`src/design/scope_config.svh`:
```
`ifndef SCOPE_CONFIG_SVH
`define SCOPE_CONFIG_SVH

////////////////////////////////////////
// raster timing, 640x480 at 800x525
////////////////////////////////////////
`define H_ACTIVE      640
`define H_TOTAL       800
`define H_SYNC_START  656
`define H_SYNC_END    752
`define V_ACTIVE      480
`define V_TOTAL       525
`define V_SYNC_START  490
`define V_SYNC_END    492

////////////////////////////////////////
// scope geometry
////////////////////////////////////////
// screen position of scope origin, y grows upward from here
`define ORIGIN_X      320
`define ORIGIN_Y      470
// height of the bottom boundary band
`define VERT_OFFSET   4
// full width of a radial line window
`define GRID_LINE_W   4
// range ring radii in pixels
`define RING_1        40
`define RING_2        80
`define RING_3        120
`define RING_4        160
`define RING_5        200
`define RING_6        240
// half width of a ring band
`define RING_W        2

////////////////////////////////////////
// colours and markers
////////////////////////////////////////
`define GRID_COLOR    24'hFF_00_00
`define BLANK_COLOR   24'h00_00_00
`define TARGET_COLOR  24'h00_FF_00
// half size of the marker square
`define MARK_HALF     3
`define NUM_TARGETS   4

`endif

```
`src/design/scope_pkg.sv`:
```
package scope_pkg;

   ////////////////////////////////////////
   // video payloads
   ////////////////////////////////////////

   // 24-bit colour, red in the top byte
   typedef struct packed {
      logic [7:0] red;
      logic [7:0] green;
      logic [7:0] blue;
   } rgb_t;

   // scope coordinate, origin at bottom centre
   typedef struct packed {
      logic signed [11:0] x;
      logic signed [11:0] y;
   } pos_t;

   // hsync and vsync are active low
   typedef struct packed {
      logic hsync;
      logic vsync;
      logic active;
   } sync_t;

   ////////////////////////////////////////
   // target command port
   ////////////////////////////////////////

   // one command loads one marker slot
   typedef struct packed {
      logic [1:0]         slot;
      logic               enable;
      logic signed [11:0] x;
      logic signed [11:0] y;
   } target_cmd_t;

endpackage

```
`src/design/polar_grid.sv`:
```
`timescale 1ns/1ps
`include "scope_config.svh"

module polar_grid import scope_pkg::*; (
   input  logic clk,
   input  logic rst_n,
   input  pos_t pos,
   input  logic active,
   output rgb_t color
);

   localparam int RINGS [6] = '{`RING_1, `RING_2, `RING_3, `RING_4, `RING_5, `RING_6};

   logic signed [31:0] x;
   logic signed [31:0] y;
   logic signed [31:0] d2;
   logic signed [31:0] t15;
   logic signed [31:0] t45;
   logic signed [31:0] t75;
   logic               on_band;
   logic               on_line;
   logic               on_ring;

   function automatic logic near_line(input logic signed [31:0] resid);
      logic signed [31:0] mag;
      mag = (resid < 0) ? -resid : resid;
      return mag < (`GRID_LINE_W / 2);
   endfunction

   ////////////////////////////////////////
   // distance and tan projections
   ////////////////////////////////////////
   assign x   = 32'(pos.x);
   assign y   = 32'(pos.y);
   // squared distance from origin, avoids a square root
   assign d2  = x * x + y * y;
   // tan 15 about 17/64
   assign t15 = (x * 32'sd17) >>> 6;
   assign t45 = x;
   // tan 75 about 240/64
   assign t75 = (x * 32'sd240) >>> 6;

   // boundary band along the bottom
   assign on_band = (y < `VERT_OFFSET);

   // 15/45/75 use t - y, 165/135/105 mirror with t + y
   assign on_line = near_line(t15 - y) | near_line(t15 + y) |
                    near_line(t45 - y) | near_line(t45 + y) |
                    near_line(t75 - y) | near_line(t75 + y);

   ////////////////////////////////////////
   // range rings
   ////////////////////////////////////////
   always_comb begin
      on_ring = 1'b0;
      for (int i = 0; i < 6; i++) begin
         // band of squared distance around each radius
         if (d2 >= (RINGS[i] - `RING_W) * (RINGS[i] - `RING_W) &&
             d2 <= (RINGS[i] + `RING_W) * (RINGS[i] + `RING_W))
            on_ring = 1'b1;
      end
      // top semicircle only
      if (y < 0)
         on_ring = 1'b0;
   end

   ////////////////////////////////////////
   // stage 2 colour register
   ////////////////////////////////////////
   always_ff @(posedge clk) begin
      if (!rst_n)
         color <= rgb_t'(`BLANK_COLOR);
      else if (!active)
         color <= rgb_t'(`BLANK_COLOR);
      else if (on_band || on_line || on_ring)
         color <= rgb_t'(`GRID_COLOR);
      else
         color <= rgb_t'(`BLANK_COLOR);
   end

endmodule

```
`src/design/radar_scope_top.sv`:
```
`timescale 1ns/1ps
`include "scope_config.svh"

module radar_scope_top import scope_pkg::*; (
   input  logic        clk,
   input  logic        rst_n,
   input  logic        cmd_valid,
   output logic        cmd_ready,
   input  target_cmd_t cmd,
   output rgb_t        pixel,
   output sync_t       video_sync
);

   localparam sync_t SYNC_IDLE = '{hsync: 1'b1, vsync: 1'b1, active: 1'b0};

   pos_t  pos_s1;
   sync_t sync_s1;
   logic  vblank_s1;
   pos_t  pos_s3;
   rgb_t  grid_s2;

   ////////////////////////////////////////
   // stage 1 raster
   ////////////////////////////////////////
   raster_timing raster_timing_i (
      .clk       (clk),
      .rst_n     (rst_n),
      .pos       (pos_s1),
      .sync      (sync_s1),
      .in_vblank (vblank_s1)
   );

   ////////////////////////////////////////
   // stage 2 grid, stage 3 overlay
   ////////////////////////////////////////
   polar_grid polar_grid_i (
      .clk    (clk),
      .rst_n  (rst_n),
      .pos    (pos_s1),
      .active (sync_s1.active),
      .color  (grid_s2)
   );

   target_overlay target_overlay_i (
      .clk        (clk),
      .rst_n      (rst_n),
      .cmd_valid  (cmd_valid),
      .cmd_ready  (cmd_ready),
      .cmd        (cmd),
      .in_vblank  (vblank_s1),
      .pos        (pos_s1),
      .active     (sync_s1.active),
      .grid_color (grid_s2),
      .pixel      (pixel)
   );

   // sync rides alongside the pixel pipe, idle during reset
   stage_delay #(.PAYLOAD_T(sync_t), .DEPTH(2), .RESET_VAL(SYNC_IDLE)) sync_delay_i (
      .clk   (clk),
      .rst_n (rst_n),
      .din   (sync_s1),
      .dout  (video_sync)
   );

   // coordinate of the pixel currently leaving
   stage_delay #(.PAYLOAD_T(pos_t), .DEPTH(2)) pos_delay_i (
      .clk   (clk),
      .rst_n (rst_n),
      .din   (pos_s1),
      .dout  (pos_s3)
   );

   // an active pixel leaving inside the bottom band always carries colour
   a_band_drawn: assert property (@(posedge clk) disable iff (!rst_n)
      video_sync.active && pos_s3.y < $signed(12'(`VERT_OFFSET)) |->
         pixel != rgb_t'(`BLANK_COLOR));

endmodule

```
`src/design/raster_timing.sv`:
```
`timescale 1ns/1ps
`include "scope_config.svh"

module raster_timing import scope_pkg::*; (
   input  logic  clk,
   input  logic  rst_n,
   output pos_t  pos,
   output sync_t sync,
   output logic  in_vblank
);

   logic [9:0]         hcount;
   logic [9:0]         vcount;
   logic signed [11:0] scope_x;
   logic signed [11:0] scope_y;

   ////////////////////////////////////////
   // frame counters
   ////////////////////////////////////////

   // advance every clock, vcount steps at the end of each line
   always_ff @(posedge clk) begin
      if (!rst_n) begin
         hcount <= '0;
         vcount <= '0;
      end else if (hcount == 10'(`H_TOTAL - 1)) begin
         hcount <= '0;
         if (vcount == 10'(`V_TOTAL - 1))
            vcount <= '0;
         else
            vcount <= vcount + 10'd1;
      end else begin
         hcount <= hcount + 10'd1;
      end
   end

   // screen to scope mapping, y flipped so it grows upward
   assign scope_x = $signed({2'b00, hcount}) - $signed(12'(`ORIGIN_X));
   assign scope_y = $signed(12'(`ORIGIN_Y)) - $signed({2'b00, vcount});

   ////////////////////////////////////////
   // stage 1 registers
   ////////////////////////////////////////
   always_ff @(posedge clk) begin
      if (!rst_n) begin
         pos       <= '0;
         // syncs idle high, nothing active
         sync      <= '{hsync: 1'b1, vsync: 1'b1, active: 1'b0};
         in_vblank <= 1'b0;
      end else begin
         pos.x       <= scope_x;
         pos.y       <= scope_y;
         sync.hsync  <= !(hcount >= 10'(`H_SYNC_START) && hcount < 10'(`H_SYNC_END));
         sync.vsync  <= !(vcount >= 10'(`V_SYNC_START) && vcount < 10'(`V_SYNC_END));
         sync.active <= (hcount < 10'(`H_ACTIVE)) && (vcount < 10'(`V_ACTIVE));
         in_vblank   <= (vcount >= 10'(`V_ACTIVE));
      end
   end

   // horizontal counter stays inside the line
   a_hcount_range: assert property (@(posedge clk) disable iff (!rst_n)
      hcount < 10'(`H_TOTAL));

endmodule

```
`src/design/stage_delay.sv`:
```
`timescale 1ns/1ps

module stage_delay #(
   parameter type      PAYLOAD_T = logic [7:0],
   parameter int       DEPTH     = 2,
   parameter PAYLOAD_T RESET_VAL = '0
) (
   input  logic     clk,
   input  logic     rst_n,
   input  PAYLOAD_T din,
   output PAYLOAD_T dout
);

   // chain[0] is the first register after din
   PAYLOAD_T chain [DEPTH];

   ////////////////////////////////////////
   // shift chain
   ////////////////////////////////////////
   always_ff @(posedge clk) begin
      if (!rst_n) begin
         for (int i = 0; i < DEPTH; i++)
            chain[i] <= RESET_VAL;
      end else begin
         chain[0] <= din;
         // no iterations when depth is one
         for (int i = 1; i < DEPTH; i++)
            chain[i] <= chain[i-1];
      end
   end

   // oldest entry leaves
   assign dout = chain[DEPTH-1];

endmodule

```
`src/design/target_overlay.sv`:
```
`timescale 1ns/1ps
`include "scope_config.svh"

module target_overlay import scope_pkg::*; (
   input  logic        clk,
   input  logic        rst_n,
   input  logic        cmd_valid,
   output logic        cmd_ready,
   input  target_cmd_t cmd,
   input  logic        in_vblank,
   input  pos_t        pos,
   input  logic        active,
   input  rgb_t        grid_color,
   output rgb_t        pixel
);

   logic [`NUM_TARGETS-1:0]       slot_en;
   pos_t [`NUM_TARGETS-1:0]       slot_pos;
   logic                          cmd_fire;
   logic                          any_hit;
   logic                          hit_s2;
   logic                          active_s2;

   // true when two coordinates are within the marker half size
   function automatic logic within_mark(input logic signed [11:0] a,
                                        input logic signed [11:0] b);
      logic signed [12:0] diff;
      diff = 13'(a) - 13'(b);
      if (diff < 0)
         diff = -diff;
      return diff <= 13'sd`MARK_HALF;
   endfunction

   ////////////////////////////////////////
   // command port and slot registers
   ////////////////////////////////////////

   // accept only in vertical blank so markers never change mid frame
   assign cmd_ready = in_vblank;
   assign cmd_fire  = cmd_valid && cmd_ready;

   // enable bits are control state
   always_ff @(posedge clk) begin
      if (!rst_n)
         slot_en <= '0;
      else if (cmd_fire)
         slot_en[cmd.slot] <= cmd.enable;
   end

   // positions are payload, only meaningful when enabled
   always_ff @(posedge clk) begin
      if (cmd_fire) begin
         slot_pos[cmd.slot].x <= cmd.x;
         slot_pos[cmd.slot].y <= cmd.y;
      end
   end

   ////////////////////////////////////////
   // stage 2 hit test
   ////////////////////////////////////////
   always_comb begin
      any_hit = 1'b0;
      for (int i = 0; i < `NUM_TARGETS; i++) begin
         // square marker, both axes inside the half size
         if (slot_en[i] && within_mark(pos.x, slot_pos[i].x) &&
             within_mark(pos.y, slot_pos[i].y))
            any_hit = 1'b1;
      end
   end

   always_ff @(posedge clk) begin
      if (!rst_n) begin
         hit_s2    <= 1'b0;
         active_s2 <= 1'b0;
      end else begin
         hit_s2    <= any_hit;
         active_s2 <= active;
      end
   end

   ////////////////////////////////////////
   // stage 3 colour select
   ////////////////////////////////////////
   // grid_color already carries stage 2 timing and is blank off screen
   always_ff @(posedge clk) begin
      if (!rst_n)
         pixel <= rgb_t'(`BLANK_COLOR);
      else if (active_s2 && hit_s2)
         pixel <= rgb_t'(`TARGET_COLOR);
      else
         pixel <= grid_color;
   end

   // master holds the command while stalled
   a_cmd_hold: assert property (@(posedge clk) disable iff (!rst_n)
      cmd_valid && !cmd_ready |=> cmd_valid && $stable(cmd));
   // slot contents frozen outside vertical blank
   a_slots_frozen: assert property (@(posedge clk) disable iff (!rst_n)
      !in_vblank |=> $stable(slot_en) && $stable(slot_pos));

endmodule

```
`config.mk`:
```
export PLATFORM = sky130hd
export DESIGN_NAME = radar_scope_top
export DESIGN_NICKNAME = d
export VERILOG_FILES = /design/src/design/scope_pkg.sv /design/src/design/polar_grid.sv /design/src/design/radar_scope_top.sv /design/src/design/raster_timing.sv /design/src/design/stage_delay.sv /design/src/design/target_overlay.sv
export VERILOG_INCLUDE_DIRS = /design/src /design/src/design
export SDC_FILE = /design/constraint.sdc
export NUM_CORES = 1
export LEC_CHECK = 0
export ABC_CLOCK_PERIOD_IN_PS = 10820
export BUFFER_PORTS_ARGS = -buffer_cell sky130_fd_sc_hd__buf_2
export CORE_MARGIN = 3
export CORE_UTILIZATION = 45
export CTS_CLUSTER_SIZE = 28
export DETAILED_ROUTE_END_ITERATION = 10
export PLACE_DENSITY_LB_ADDON = 0.25
export REMOVE_ABC_BUFFERS = 1
export SLEW_MARGIN = 15
export SYNTH_ARGS = -nofsm -noshare
export SYNTH_HDL_FRONTEND = slang
export SYNTH_SLANG_ARGS = --single-unit
```
`constraint.sdc`:
```
create_clock -name clk -period 10.82 [get_ports clk]
set_input_delay 2.164 -clock clk [delete_from_list [all_inputs] [get_ports clk]]
set_output_delay 2.164 -clock clk [all_outputs]
set_load 0.01 [all_outputs]
```
==> results of run 1 <==
==> layout by cell type, fill, tap and decap left out, types with 29 or more instances in the layout <==
cell and count:
edfxtp_1 96, nor4_1 35, or3_1 29, nand3_1 74
and2_1 64, and3_1 41, nor2_1 294, fa_1 239
o21a_1 49, a21oi_1 178, xor2_1 68, buf_2 49
xnor2_1 161, nor3_1 83, ha_1 360, o21ai_0 114
inv_1 520, o21bai_1 31, a211oi_1 44, dfxtp_1 59
a21o_1 44, nand2b_1 41, nand2_1 167, nor2b_1 52
==> worst max-delay path by stage <==
stage,slack (ps),start,endpoint,cells past startpoint
finish,2200,raster_timing_i.pos[0],polar_grid_i.color[22],29
global route,1730,raster_timing_i.pos[0],polar_grid_i.color[22],29
CTS,2200,raster_timing_i.pos[0],polar_grid_i.color[22],29
detailed placement,2230,raster_timing_i.pos[0],polar_grid_i.color[22],29
global placement,2470,raster_timing_i.pos[0],polar_grid_i.color[22],29
floorplan,3100,raster_timing_i.pos[22],polar_grid_i.color[22],29
==> per-stage QoR <==
stage	utilization, %	hold WS, ps	cell area [um^2]	total power, uW
2_1_floorplan	-	386	28400	1920
3_3_place_gp	47.3	393	29900	2280
3_5_place_dp	47.3	394	29900	2280
4_1_cts	48.2	412	30500	2900
5_1_grt	48.2	432	30500	3130
6_report	48.2	410	30500	2890
==> state kept, by name (all words and copies together), names as in the netlist <==
| signal | cells |
|---|---|
| target_overlay_i.hit_s2 | 1 |
| target_overlay_i.slot_pos | 96 |
| target_overlay_i.pixel | 2 |
| target_overlay_i.slot_en | 4 |
| raster_timing_i.sync | 3 |
| raster_timing_i.hcount | 10 |
| sync_delay_i.chain | 6 |
| raster_timing_i.vcount | 10 |
| polar_grid_i.color | 1 |
| raster_timing_i.pos | 22 |
| raster_timing_i.in_vblank | 1 |
==> routing by layer <==
| metal | routed length, um | vias up | share of wire [%] |
|---|---|---|---|
| met5 | 0 | - | 0 |
| met4 | 2290 | 0 | 3.1 |
| met3 | 2320 | 93 | 3.1 |
| met2 | 35700 | 447 | 48 |
| met1 | 33900 | 11400 | 46 |
| li1 | - | 11900 | - |
==> area by class of cell <==
type                    count  area share [%]
inverters                 531            6.54
flip-flops and latches    156            13.4
well taps                 846            3.47
multi-input cells        2652            73.2
clock inverters            15           0.575
repair buffers             72            1.37
clock buffers              17            1.40
==> power by group through the flow <==
stage	clock, uW	sequential, uW	combinational (uW)
after floorplan	0	659	1260
after global placement	0	652	1620
after detailed placement	0	652	1630
after CTS	624	639	1640
after global routing	644	639	1840
final	607	639	1640
==> kinds of logic (layout without fill, tap and decap cells) <==
group / count (synthesis) / in the layout / share of synthesized area, %
AOI/OAI and AO/OA: 768 / 768 / 18.8
xor gates and xnor gates: 230 / 230 / 7.02
adders and majority gates: 599 / 599 / 32.2
buffers and inverters: 619 / 635 / 8.49
DFF: 156 / 156 / 14.2
muxes: 35 / 35 / 1.26
other: 1 / 8 / 0.0130
and+or+nand+nor: 1012 / 1012 / 18.0
==> worst max-delay path: cells and delay by family, from the launching register on <==
| family | cells | cell delay, ps |
|---|---|---|
| adders and majority gates | 7 | 3010 |
| xor gates and xnor gates | 2 | 260 |
| buffers and inverters | 5 | 920 |
| and+or+nand+nor | 5 | 1250 |
| DFF | 1 | 610 |
| AOI/OAI and AO/OA | 10 | 2500 |
==> cells in the mapped netlist (41+ instances only) <==
cell,n,area [um^2]
edfxtp_1,96,2880
o21ai_0,114,571
a21oi_1,178,891
nand2b_1,41,257
dfxtp_1,60,1200
nor2b_1,52,325
fa_1,239,4780
clkbuf_1,51,191
xor2_1,68,596
a21o_1,44,330
a211oi_1,44,330
nand3_1,74,370
nand2_1,167,627
and2_1,64,400
and3_1,42,263
inv_1,520,1950
nor3_1,83,415
o21a_1,49,368
ha_1,360,4500
xnor2_1,161,1410
nor2_1,294,1100
==> metrics.txt, run 1 <==
critical path required time 11,220 ps; clk sinks 156; share of cells above drive strength 1 approximately 5.4%; drt total wl 74.2 mm; Slew HR 32.4%; n_diodes 0; Critical Path AT about 9000 ps; clock network power share around a fifth; fin. max-slew vios 0; Die X 259 um; placed cell count approximately 4,300; RSZ-0062 raised after global routing false; IO Count 58; pin count of the biggest net entering global routing 49; P_int ~1600 uW; DR pass1 iterations 5; via/cell ratio 5.55; Total GRT Usage 22.2%; max cap viols 0; multi-input logic area approximately 22,000 um^2; clk_lat worst skew 450 ps; RR Startpoint raster_timing_i.pos[0]; Synth cell types 113; residual DRC count 0; Hold WC Path Type reg -> reg; pre-CTS WS 2230 ps; ys async rst share 0%; Psw 1290 uW; LEAKAGE 0.0141 uW; core box area 63,200 um^2; Placer Congestion 0.893; peak fanout along the critical path 13; Post-synth top flop edfxtp_1; flop-to-flop setup slack 2200 ps; CTS tree yes; Min-Delay Endpoint sync_delay_i.chain[0][1]; post-route ant nets 0; Yosys warnings 0; DPL Wire Length 59.7 mm; met1 usage 29.0%; Fin. Hold Viols 0; Layout Area Growth over Synthesis 5.74%; sequential fraction of the synthesis area between 10 and 15%; post-CTS sizing 0; pwr dens between 90 and 100 nW/um^2; Post-synth EDFFs 96; Hold Startpoint raster_timing_i.sync[1]; syn avg cell area 8.42 um^2; Worst-Margin Slew 1000 ps; Gate power share 56.9%; Final setup viols 0; routed wire length per instance 17.3 um; synthesized area 28,800 um^2; initial antenna violation count 0; Worst-path clk slew 70 ps; H-tree levels 4; Setup crit end kind flop; Fmax achieved 116 MHz; final worst slack 2200 ps; via count approximately 24,000; crit share post-route 79.7%; DIE HEIGHT 259 um; Starting Density between 40% and 50%; final-layout fill cell count 6,115; GR Util met3 1.87%; first-pass GRT wire length 121 mm; hold buffer count at cts 0; GRT overflow 0; reg-to-reg endpoint polar_grid_i.color[22]; TritonCTS Buffers 17; FF+latch count, synth 156; Layout Skew 7.36 ps; IO buf count 49; Max stage delay on crit path roughly 690 ps; register area between 4000 and 5000 um^2; number of global-route vias before repair 23,200; status finished, final reports clean; R2R depth 29; VDD IR max between 0.1 and 0.15 mV; switching part of the total power 44.6%; Final nets 4,059; Most Crowded Layer GR met2; slowest CP cell clkinv_1; Post-Synthesis Cells 3,420; Critical Path Start Type flop; Flop pwr share 22.1%; Non-Filler Instances 4,289; setup_tns 0 ps; Worst Setup Path Type reg -> reg; Setup Buffers After CTS 0; Cells on Worst Hold Path 1; Max clock buf depth 2; die area 67,100 um^2; clock root cell clkbuf_16; Site Rows 92; grt met2 use 38.9%; first-iteration detailed-routing DRC count 1,533; Final min period ~8600 ps
Power figures use the tool's default switching activity.
==> run 2, diff against run 1 <==
--- a/config.mk
+++ b/config.mk
@@ -6,7 +6,7 @@
 export SDC_FILE = /design/constraint.sdc
 export NUM_CORES = 1
 export LEC_CHECK = 0
-export ABC_CLOCK_PERIOD_IN_PS = 10820
+export ABC_CLOCK_PERIOD_IN_PS = 7280
 export BUFFER_PORTS_ARGS = -buffer_cell sky130_fd_sc_hd__buf_2
 export CORE_MARGIN = 3
 export CORE_UTILIZATION = 45
==> constraint.sdc (replaced) <==
create_clock -name clk -period 7.28 [get_ports clk]
set_input_delay 1.456 -clock clk [delete_from_list [all_inputs] [get_ports clk]]
set_output_delay 1.456 -clock clk [all_outputs]
set_load 0.01 [all_outputs]
==> metrics.txt, run 2 (synthesized netlist as in run 1, its figures left out) <==
n_diodes 0; first-pass GRT wire length roughly 120 mm; multi-input logic area 22,800 um^2; first-iteration detailed-routing DRC count between 1,000 and 1,500; Starting Density between 40% and 50%; peak fanout along the critical path 5; Setup crit end kind flop; Hold WC Path Type reg -> reg; VDD IR max 0.135 mV; Site Rows between 90 and 100; post-route ant nets 0; Crit path top cell by count fa_1; Fmax achieved 141 MHz; initial antenna violation count 1; register bank with the most flops target_overlay_i.slot_pos; Psw 2030 uW; P_int 2670 uW; die area between 60,000 and 70,000 um^2; clk_lat worst skew 460 ps; clk sinks about 160; status finished, final reports clean; LEAKAGE ~0.015 uW; number of global-route vias before repair 23,400; Final setup viols 0; Critical Path Start Type flop; hold buffer count at cts 0; Area after DPL approximately 30,000 um^2; clock root cell clkbuf_16; via count 24,200; H-tree levels 4; Non-Filler Instances 4,408; Final Power about 4700 uW; Fin. Hold Viols 0; placed cell count around 4,400; Max stage delay on crit path 530 ps; pwr dens 147 nW/um^2; commonest non-fill, non-tap cell in the layout inv_1; Worst-path clk slew 70 ps; Flop pwr share 20.2%; fin. max-slew vios 0; Placer Congestion 0.951; GRT overflow 0; register area 4100 um^2; Die X between 200 and 300 um; Total GRT Usage 22.6%; share of cells above drive strength 1 between 10% and 20%; Worst Setup Path Type reg -> reg; via/cell ratio 5.48; WP buf/inv 5; final-layout fill cell count approximately 6,000; residual DRC count 0; Max clock buf depth 2; pin count of the biggest net entering global routing 30; DIE HEIGHT 259 um; switching part of the total power 43.2%; Worst-Margin Slew 1100 ps; routed wire length per instance 17.3 um; most frequent cells in the layout inv_1 (514), ha_1 (341), nor2_1 (266), fa_1 (229), nand2_1 (167); Final nets 4,178; Slew HR 26.6%; DR pass1 iterations 5; final worst slack 165 ps; flop-to-flop setup slack roughly 170 ps; core box area ~63,000 um^2; max reg flops 96; clock network power share between 20% and 30%; IO Count 58; DPL Wire Length 61.6 mm; Layout Area Growth over Synthesis 11.1%; slowest CP cell fa_1; drt total wl around 76 mm; Critical Path AT 7520 ps; critical path required time 7690 ps; pre-CTS WS -383 ps; max cap viols 0; Gate power share 59.8%; worst hold margin 407 ps; CP top delay family adder cells; largest registers target_overlay_i.slot_pos: 96 flops, raster_timing_i.pos: 22 flops; crit share post-route a little over nine tenths; CTS tree yes; IO buf count 49; Finished Cell Area 32,000 um^2; Final min period between 7000 and 8000 ps; Layout Skew 12.6 ps; TritonCTS Buffers 17
==> run 2: per-stage QoR <==
| step | setup TNS [ps] | utilization, % |
|---|---|---|
| 3_5_place_dp | -383 | 48.4 |
| 2_1_floorplan | -437 | - |
| 3_3_place_gp | -141 | 48.4 |
| 5_1_grt | -37.5 | 50.6 |
| 4_1_cts | 0 | 49.5 |
| 6_report | 0 | 50.6 |
==> run 2: final timing paths <==
check	endpoint	start	cells past startpoint
max	polar_grid_i.color[22]	raster_timing_i.pos[15]	28
min	sync_delay_i.chain[0][4]	sync_delay_i.chain[0][1]	1
max reg2reg	polar_grid_i.color[22]	raster_timing_i.pos[15]	28
min reg2reg	sync_delay_i.chain[0][4]	sync_delay_i.chain[0][1]	1
==> run 2: worst register-to-register path: cells and delay by family (launching register included) <==
kind	cells	cell delay [ps]
buffers and inverters	5	510
AND/OR/NAND/NOR	3	730
adder cells (fa/ha/maj)	8	3290
multiplexers	1	130
flip-flops	1	340
AO/OA/AOI/OAI	10	2000
XOR/XNOR	1	90
==> run 2: final cells by class <==
| type | count | share of cell area, % |
|---|---|---|
| timing repair inverter | 1 | 0.0156 |
| multi-input combinational | 2652 | 71.3 |
| timing repair buffer | 190 | 4.38 |
| sequential | 156 | 12.8 |
| clock inverter | 13 | 0.481 |
| inverter | 531 | 6.26 |
| clock buffer | 19 | 1.38 |
| tap | 846 | 3.31 |
==> run 2: per-layer routing <==
metal | wire, um | global-route usage [%] | vias up
li1 | - | - | 12100
met1 | 35200 | 30.5 | 11500
met2 | 35300 | 37.7 | 439
met3 | 2860 | 2.32 | 119
met4 | 2740 | 7.81 | 0
met5 | 0 | 0 | -
==> run 2: power by group through the flow <==
stage	registers, uW	logic (uW)	clock network [uW]
after floorplan	980	1870	0
after global placement	966	2550	0
after detailed placement	966	2560	0
after CTS	946	2610	960
after global routing	947	3120	988
final	947	2810	944
==> run 2: repair_timing <==
| action | CTS | global route |
|---|---|---|
| pin swaps | 8 | 61 |
| setup buffers | 1 | 20 |
| cloned | 0 | 2 |
| resized for setup | 15 | 150 |
| setup endpoints to repair | 1 | 1 |
==> run 3, diff against run 2 <==
--- a/config.mk
+++ b/config.mk
@@ -12,7 +12,7 @@
 export CORE_UTILIZATION = 45
 export CTS_CLUSTER_SIZE = 28
 export DETAILED_ROUTE_END_ITERATION = 10
-export PLACE_DENSITY_LB_ADDON = 0.25
+export PLACE_DENSITY = 0.72
 export REMOVE_ABC_BUFFERS = 1
 export SLEW_MARGIN = 15
 export SYNTH_ARGS = -nofsm -noshare
==> constraint.sdc (replaced) <==
create_clock -name clk -period 7.28 [get_ports clk]
set_input_delay 1.456 -clock clk [delete_from_list [all_inputs] [get_ports clk]]
set_output_delay 1.456 -clock clk [all_outputs]
set_load 0.02 [all_outputs]
==> metrics.txt, run 3 (synthesized netlist as in run 1, its figures left out) <==
Hold WC Path Type reg -> reg; Final Power 4510 uW; Starting Density 45.6%; WP buf/inv 8; placed cell count 4,346; status finished, final reports clean; Site Rows 92; IO buf count 49; grt met2 use 36.8%; die area 67,100 um^2; TritonCTS Buffers 17; share of cells above drive strength 1 11.0%; number of global-route vias before repair 23,400; Fmax achieved 142 MHz; register bank with the most flops target_overlay_i.slot_pos; pre-CTS WS -287 ps; CTS tree yes; Final setup viols 0; CP top delay family adder cells; post-route ant nets 0; Die X roughly 260 um; clock root cell clkbuf_16; crit share post-route a little over nine tenths; n_diodes 0; clk sinks 156; DR pass1 iterations 5; GR Util met3 2.19%; core box area 63,200 um^2; Max clock buf depth 2; met1 usage 28.7%; fin. max-slew vios 0; H-tree levels 4; DIE HEIGHT 259 um; pin count of the biggest net entering global routing 49; LEAKAGE 0.0147 uW; drt total wl 74.9 mm; initial antenna violation count 0; first-pass GRT wire length 120 mm; Max stage delay on crit path ~580 ps; Worst Setup Path Type reg -> reg; Layout Skew 6.75 ps; final worst slack between 200 and 250 ps; Placer Congestion 0.948; critical path depth 29; first-iteration detailed-routing DRC count around 1,600; most frequent cells in the layout inv_1 (509), ha_1 (344), nor2_1 (269), fa_1 (236), nand2_1 (166); Setup crit end kind flop; clk_lat worst skew between 400 and 500 ps; Slew HR a little over a quarter; largest registers target_overlay_i.slot_pos: 96 flops, raster_timing_i.pos: 22 flops; IO Count 58; DPL Wire Length roughly 61 mm; Critical Path Start Type flop; slowest CP cell fa_1; Crit path top cell by count fa_1; routed wire length per instance 17.1 um; VDD IR max about 0.11 mV; Most Crowded Layer GR met2; commonest non-fill, non-tap cell in the layout inv_1; Non-Filler Instances 4,388; residual DRC count 0; Critical Path AT 7430 ps; pwr dens 142 nW/um^2; Worst-Margin Slew 1090 ps; Cells on Worst Hold Path 1; Final Util 50.2%; max reg flops 96; critical path required time 7680 ps; peak fanout along the critical path 7; Worst-path clk slew 70 ps; Final min period between 7000 and 8000 ps; R2R depth 29; via count 24,600; GRT overflow 0; max cap viols 0; Total GRT Usage 21.9%; via/cell ratio between 5 and 6; Final nets 4,158; Layout Area Growth over Synthesis 10.1%; Fin. Hold Viols 0
[run 3: area by class of cell]
type / count / area, um^2
clock inverter: 15 / 130
inverter: 531 / 2000
sequential: 156 / 4110
tap: 846 / 1060
clock buffer: 17 / 425
fill: 5888 / 31500
timing repair buffer: 171 / 1260
multi-input combinational: 2652 / 22700
[run 3: metal layers]
| metal | routed length, um | share of wire (%) |
|---|---|---|
| met5 | 0 | 0 |
| met4 | 3430 | 4.6 |
| met3 | 3490 | 4.7 |
| met2 | 34800 | 46 |
| met1 | 33200 | 44 |
[run 3: repair_timing]
action                     4_1_cts  5_1_grt
setup endpoints to repair        1        1
gates cloned                     0        1
gates resized for setup         14      127
setup buffers                    0        9
pin swaps                        8       53
hold buffers                     0        0
[run 3: final timing paths]
check	start	to	slack, ps
worst max register to register	raster_timing_i.pos[3]	polar_grid_i.color[22]	240
worst min-delay path	sync_delay_i.chain[0][2]	sync_delay_i.chain[0][5]	400
worst min register to register	sync_delay_i.chain[0][2]	sync_delay_i.chain[0][5]	400
worst max-delay path	raster_timing_i.pos[3]	polar_grid_i.color[22]	240
[run 3: stage by stage]
stage / hold slack (ps) / TNS [ps] / instance area, um^2
after floorplan: 386 / -437 / 28400
after global placement: 392 / -68.3 / 30600
after detailed placement: 398 / -287 / 30600
after CTS: 408 / 0 / 31200
after global routing: 425 / -53.3 / 31700
final: 402 / 0 / 31700
[run 3: worst register-to-register path: cells and delay by family, from the launching register on]
kind	cells	cell delay (ps)
mux	1	100
xor+xnor	1	190
compound gates	7	1160
simple gates	5	1050
fa+ha+maj	7	3340
buf+inv	8	770
flops	1	360
[run 3: power breakdown]
group | leakage [uW] | internal [uW] | switching (uW) | total (uW)
logic | 0.0131 | 1120 | 1570 | 2690
registers | 0.00132 | 940 | 6.75 | 947
clock network | 0.000270 | 449 | 420 | 869
total | 0.0147 | 2510 | 2000 | 4510
